[src/verilog/mem_cfg.svh]
`ifndef MEM_CFG_SVH
`define MEM_CFG_SVH

// byte address width
`define ADDR_W 32

// 32-bit words per cache line
`define LINE_WORDS 8

// lines in each cache
`define CACHE_LINES 16

// words in the rom and in the ram
`define MEM_WORDS 1024

// cycles from request to return
`define MEM_LATENCY 3

`endif

[src/verilog/mem_pkg.sv]
`include "mem_cfg.svh"

package mem_pkg;

    typedef logic [31:0] bus32_t;

    // one cache line, word k at bits k*32
    typedef logic [`LINE_WORDS*32-1:0] bus256_t;

    typedef struct packed {
        logic   we;
        logic   uncache;
        bus32_t addr;
        logic [3:0] strb;
        bus32_t wdata;
    } lsu_req_t;

    // rom image word for a word index
    function automatic bus32_t rom_word(input bus32_t idx);
        bus32_t prod;
        prod = idx * 32'h9e3779b1;
        return prod ^ 32'h0badf00d;
    endfunction

endpackage

[src/verilog/cache_mem_if.sv]
`timescale 1ns/1ns

interface cache_mem_if;
    import mem_pkg::*;

    // line refill
    logic       rd_req;
    bus32_t     rd_addr;
    logic       ret_valid;
    bus256_t    ret_data;

    // uncached word read
    logic       ucache_ren;
    bus32_t     ucache_addr;
    logic       ucache_rvalid;
    bus32_t     ucache_rdata;

    // word write
    logic       wr_en;
    bus32_t     wr_addr;
    logic [3:0] wr_strb;
    bus32_t     wr_data;
    logic       wr_ack;

    modport cache (
        output rd_req, rd_addr, ucache_ren, ucache_addr,
        output wr_en, wr_addr, wr_strb, wr_data,
        input  ret_valid, ret_data, ucache_rvalid, ucache_rdata, wr_ack
    );

    modport mem (
        input  rd_req, rd_addr, ucache_ren, ucache_addr,
        input  wr_en, wr_addr, wr_strb, wr_data,
        output ret_valid, ret_data, ucache_rvalid, ucache_rdata, wr_ack
    );

endinterface

[src/verilog/inst_rom.sv]
`timescale 1ns/1ns
`include "mem_cfg.svh"

module inst_rom (
    input  logic     clk,
    input  logic     reset_i,
    cache_mem_if.mem mem
);
    import mem_pkg::*;

    bus256_t line_data;
    bus32_t  word_data;

    // line words from the image rule, wrapped to rom depth
    always_comb begin
        for (int k = 0; k < `LINE_WORDS; k++) begin
            line_data[k*32 +: 32] = rom_word(((mem.rd_addr >> 2) + k) % `MEM_WORDS);
        end
    end

    assign word_data = rom_word((mem.ucache_addr >> 2) % `MEM_WORDS);

    mem_delay_line #(
        .payload_t (bus256_t),
        .DEPTH     (`MEM_LATENCY)
    ) u_line_dl (
        .clk         (clk),
        .reset_i     (reset_i),
        .in_valid_i  (mem.rd_req),
        .in_data_i   (line_data),
        .out_valid_o (mem.ret_valid),
        .out_data_o  (mem.ret_data)
    );

    mem_delay_line #(
        .payload_t (bus32_t),
        .DEPTH     (`MEM_LATENCY)
    ) u_word_dl (
        .clk         (clk),
        .reset_i     (reset_i),
        .in_valid_i  (mem.ucache_ren),
        .in_data_i   (word_data),
        .out_valid_o (mem.ucache_rvalid),
        .out_data_o  (mem.ucache_rdata)
    );

    // read only
    assign mem.wr_ack = 1'b0;

endmodule

[src/verilog/mem_delay_line.sv]
`timescale 1ns/1ns

module mem_delay_line #(
    parameter type         payload_t = logic,
    parameter int unsigned DEPTH     = 1
) (
    input  logic     clk,
    input  logic     reset_i,
    input  logic     in_valid_i,
    input  payload_t in_data_i,
    output logic     out_valid_o,
    output payload_t out_data_o
);

    logic     valid_q [DEPTH];
    payload_t data_q  [DEPTH];

    always_ff @(posedge clk) begin
        if (reset_i) begin
            for (int i = 0; i < DEPTH; i++) begin
                valid_q[i] <= 1'b0;
            end
        end else begin
            valid_q[0] <= in_valid_i;
            for (int i = 1; i < DEPTH; i++) begin
                valid_q[i] <= valid_q[i-1];
            end
        end
    end

    // payload follows its valid stage by stage
    always_ff @(posedge clk) begin
        data_q[0] <= in_data_i;
        for (int i = 1; i < DEPTH; i++) begin
            data_q[i] <= data_q[i-1];
        end
    end

    assign out_valid_o = valid_q[DEPTH-1];
    assign out_data_o  = data_q[DEPTH-1];

endmodule

[src/flat_wrapper.sv]
// flat-port wrapper written by rule: the top's interface ports become plain ports
module inst_rom_flat import mem_pkg::*;
  (clk, reset_i, mem_rd_req, mem_rd_addr, mem_ucache_ren, mem_ucache_addr, mem_wr_en, mem_wr_addr, mem_wr_strb, mem_wr_data, mem_ret_valid, mem_ret_data, mem_ucache_rvalid, mem_ucache_rdata, mem_wr_ack);
  cache_mem_if mem_i ();
  input  logic clk;
  input  logic reset_i;
  input wire logic [$bits(mem_i.rd_req)-1:0] mem_rd_req;
  input wire logic [$bits(mem_i.rd_addr)-1:0] mem_rd_addr;
  input wire logic [$bits(mem_i.ucache_ren)-1:0] mem_ucache_ren;
  input wire logic [$bits(mem_i.ucache_addr)-1:0] mem_ucache_addr;
  input wire logic [$bits(mem_i.wr_en)-1:0] mem_wr_en;
  input wire logic [$bits(mem_i.wr_addr)-1:0] mem_wr_addr;
  input wire logic [$bits(mem_i.wr_strb)-1:0] mem_wr_strb;
  input wire logic [$bits(mem_i.wr_data)-1:0] mem_wr_data;
  output wire logic [$bits(mem_i.ret_valid)-1:0] mem_ret_valid;
  output wire logic [$bits(mem_i.ret_data)-1:0] mem_ret_data;
  output wire logic [$bits(mem_i.ucache_rvalid)-1:0] mem_ucache_rvalid;
  output wire logic [$bits(mem_i.ucache_rdata)-1:0] mem_ucache_rdata;
  output wire logic [$bits(mem_i.wr_ack)-1:0] mem_wr_ack;
  assign mem_i.rd_req = mem_rd_req;
  assign mem_i.rd_addr = mem_rd_addr;
  assign mem_i.ucache_ren = mem_ucache_ren;
  assign mem_i.ucache_addr = mem_ucache_addr;
  assign mem_i.wr_en = mem_wr_en;
  assign mem_i.wr_addr = mem_wr_addr;
  assign mem_i.wr_strb = mem_wr_strb;
  assign mem_i.wr_data = mem_wr_data;
  assign mem_ret_valid = mem_i.ret_valid;
  assign mem_ret_data = mem_i.ret_data;
  assign mem_ucache_rvalid = mem_i.ucache_rvalid;
  assign mem_ucache_rdata = mem_i.ucache_rdata;
  assign mem_wr_ack = mem_i.wr_ack;
  inst_rom u_core (.clk(clk), .reset_i(reset_i), .mem(mem_i));
endmodule
[config.mk]
export PLATFORM = sky130hd
export DESIGN_NAME = inst_rom_flat
export DESIGN_NICKNAME = d
export VERILOG_FILES = /design/src/verilog/mem_pkg.sv /design/src/verilog/cache_mem_if.sv /design/src/verilog/inst_rom.sv /design/src/verilog/mem_delay_line.sv /design/src/flat_wrapper.sv
export VERILOG_INCLUDE_DIRS = /design/src /design/src/verilog
export SDC_FILE = /design/constraint.sdc
export NUM_CORES = 2
export LEC_CHECK = 0
export BUFFER_PORTS_ARGS = -buffer_cell sky130_fd_sc_hd__buf_4
export CELL_PAD_IN_SITES_DETAIL_PLACEMENT = 0
export CELL_PAD_IN_SITES_GLOBAL_PLACEMENT = 1
export CORE_MARGIN = 2
export CORE_UTILIZATION = 53
export CTS_BUF_LIST = sky130_fd_sc_hd__clkbuf_16
export CTS_CLUSTER_DIAMETER = 120
export DETAILED_ROUTE_END_ITERATION = 10
export PLACE_DENSITY_LB_ADDON = 0.15
export SETUP_SLACK_MARGIN = 0.1
export SYNTH_ARGS = -nofsm -noshare
export SYNTH_HDL_FRONTEND = slang
export SYNTH_HIERARCHICAL = 1
export SYNTH_SLANG_ARGS = --single-unit
[constraint.sdc]
create_clock -name clk -period 27.7 [get_ports clk]
set_input_delay 8.31 -clock clk [delete_from_list [all_inputs] [get_ports clk]]
set_output_delay 8.31 -clock clk [all_outputs]
set_load 0.02 [all_outputs]
==> impl_metrics.env <==
export IMPL_status="finished clean"
export IMPL_grt_overflow=0
export IMPL_skew_ns=0.0342
export IMPL_cts_tree="done"
export IMPL_yosysTopAreaCell="dfxtp_1"
export IMPL_cts_buffers=89
export IMPL_drv_slew=0
export IMPL_worstMarginPinSlew_ns=1.15
export IMPL_gp_congestion=0.937
export IMPL_crit_required_ns=28.24
export IMPL_r2r_end="u_core/u_line_dl/data_q[0][722]$_DFF_P_"
export IMPL_slew_headroom_pct=23.2
export IMPL_syn_to_final_growth_pct=8.58
export IMPL_grt_max_degree=47
export IMPL_hold_path_class="register to register"
export IMPL_cts_root_buffer="clkbuf_16"
export IMPL_yosysTopAreaCellShare_pct=30.4
export IMPL_cts_sinks=870
export IMPL_core_area_sq_um=107000
export IMPL_clock_latency_ns=0.68
export IMPL_clockBufferDepth=3
export IMPL_drive_above_1_share_pct=9.25
export IMPL_routed_via_density=4.80
export IMPL_path_clk_slew_ns=0.07
export IMPL_netlist_instances=5296
export IMPL_cp_top_family="adder cells"
export IMPL_critPathLaunchType="input pin"
export IMPL_detail_route_antenna_nets=0
export IMPL_finalHoldViolCount=0
export IMPL_initial_utilization_pct=53.4
export IMPL_wl_um=118000
export IMPL_wl_per_cell_um=17.2
export IMPL_yosys_warnings=6
export IMPL_postCtsSetupRepairBufs=0
export IMPL_dr_pass1_iters=6
export IMPL_cp_arrival_ns=16.87
export IMPL_regToRegStartpoint="u_core/u_line_dl/data_q[0][466]$_DFF_P_"
export IMPL_hold_depth=0
export IMPL_finalSetupViolCount=0
export IMPL_grt_pass1_wl_um=190000
export IMPL_synth_distinct_cells=85
export IMPL_via_count=33100
export IMPL_fp_row_count=120
export IMPL_period_share_pct=58.9
export IMPL_cp_end_kind="register"
export IMPL_synthesis_area_sq_um=57200
export IMPL_ys_ff_latch=870
export IMPL_cts_htree_levels=3
export IMPL_fmax_mhz=61.2
export IMPL_layout_min_cycle_time_ns=16.33
export IMPL_fp_dieArea_sq_um=111000
export IMPL_antenna_cells=0
export IMPL_ff_latch_area_sq_um=17400
export IMPL_rsz0062_at_grt="false"
export IMPL_holdPathEnd="u_core/u_line_dl/data_q[0][707]$_DFF_P_"
export IMPL_cap_viol_max_count=0
export IMPL_drc=0
export IMPL_finalNetCount=6967
export IMPL_critical_path_max_stage_delay_ns=0.85
export IMPL_synthFlopType="dfxtp_1"
export IMPL_syn_nets=6857
export IMPL_hold_buffers=0
export IMPL_reg2reg_depth=0
export IMPL_grt_pass1_vias=34600
export IMPL_antenna_found_initial=3
export IMPL_hold_start="u_core/u_line_dl/data_q[0][451]$_DFF_P_"
export IMPL_synth_area_leaders="dfxtp_1 30%, fa_1 26%, ha_1 15%"
export IMPL_synth_avg_cell_area_sq_um=10.8
export IMPL_fin_setup_tns_ns=0
export IMPL_io_pins=428
export IMPL_crit_buf_inv=9
export IMPL_fill_cells=9416
export IMPL_final_common_cell="inv_1"
export IMPL_regToRegSetupSlack_ns=27.18
export IMPL_drt_iter0_markers=1237
export IMPL_worstSetupPathType="input pin to register"
export IMPL_die_w_um=333
export IMPL_synthArstFlopShare_pct=0
export IMPL_slowest_stage="buf_4"
export IMPL_worst_path_max_fanout=46
export IMPL_hpwl_um=96800
export IMPL_synth_edff_count=0
export IMPL_multiInputGateArea_sq_um=32700
export IMPL_crit_path_frequent_cell="inv_1"
export IMPL_die_h_um=333
export IMPL_mostFrequentLayoutCells="1303 x inv_1, 870 x dfxtp_1, 751 x fa_1, 673 x ha_1, 331 x buf_4"
export IMPL_ctsResizeCount=0
export IMPL_grt_use_total_pct=22.1
export IMPL_synth_seq_area_share_pct=30.4
export IMPL_io_buffers=313
synth_stat cells (11+ instances only):
library cell	n
or3_1	12
o21bai_1	37
o21a_1	17
nand2_1	100
a211oi_1	19
nand4_1	11
nand2b_1	36
o31ai_1	13
o21ai_0	73
and3_1	34
or2_2	12
xnor2_1	227
dfxtp_1	870
nor2b_1	19
o211ai_1	14
nor2_1	134
nor3_1	38
fa_1	751
a21o_1	86
ha_1	673
xor2_1	115
buf_4	289
nand3_1	37
inv_1	1295
a21oi_1	176
and2_1	16
a31oi_1	25
clkbuf_1	19
through the flow:
step	instances	utilization, %	instance area (sq um)	worst slack, ns	hold slack (ns)
after detailed placement	6718	55.3	59200	10.66	0.312
after floorplan	5296	-	57200	11.44	0.310
after global placement	6718	55.3	59200	10.64	0.310
after CTS	6882	58.0	62100	11.33	0.296
after global routing	6882	58.0	62100	10.71	0.310
final	6882	58.0	62100	11.37	0.294
state kept, by name (all words and copies together) (netlist names):
register / cells
u_core/u_word_dl/data_q: 96
u_core/u_line_dl/valid_q: 3
u_core/u_line_dl/data_q: 768
u_core/u_word_dl/valid_q: 3
how the worst max path moves through the flow:
| stage | cells past startpoint | to | slack, ns | start |
|---|---|---|---|---|
| after floorplan | 23 | u_core/u_line_dl/data_q[0][126]$_DFF_P_ | 11.44 | mem_rd_addr[2] |
| after global placement | 27 | u_core/u_line_dl/data_q[0][255]$_DFF_P_ | 10.64 | mem_rd_addr[2] |
| after detailed placement | 27 | u_core/u_line_dl/data_q[0][255]$_DFF_P_ | 10.66 | mem_rd_addr[2] |
| after CTS | 27 | u_core/u_line_dl/data_q[0][255]$_DFF_P_ | 11.33 | mem_rd_addr[2] |
| after global routing | 27 | u_core/u_line_dl/data_q[0][255]$_DFF_P_ | 10.71 | mem_rd_addr[2] |
| final | 27 | u_core/u_line_dl/data_q[0][255]$_DFF_P_ | 11.37 | mem_rd_addr[2] |
cell families (layout without fill, tap and decap cells):
logic type | Yosys count | count (layout) | synth area share (%)
buf+inv | 1609 | 1792 | 12.5
fa+ha+maj | 1424 | 1424 | 41.0
flops | 870 | 870 | 30.4
compound gates | 554 | 554 | 6.41
simple gates | 487 | 487 | 4.27
xor+xnor | 342 | 342 | 5.24
mux | 9 | 9 | 0.162
other cells | 1 | 1 | 0.00656
per-layer routing:
metal / routed length, um / vias up / share of wire, % / track usage (%)
met5: 0 / - / 0 / 0
met4: 2970 / 0 / 2.5 / 6.42
met3: 4990 / 145 / 4.2 / 3.40
met2: 55700 / 567 / 47 / 36.7
met1: 54400 / 16000 / 46 / 30.0
li1: - / 16300 / - / -
cell type report:
type,count,share of cell area (%)
Clock buffer,90,3.63
Clock inverter,74,1.06
Inverter,1296,7.84
Multi-Input combinational cell,2817,52.6
Sequential cell,870,28.0
Tap cell,1403,2.83
Timing Repair Buffer,332,4.02
Power is left out: the tool's default activity adds up to more than one toggle a clock period on the data nets, which glitch-free logic cannot reach.
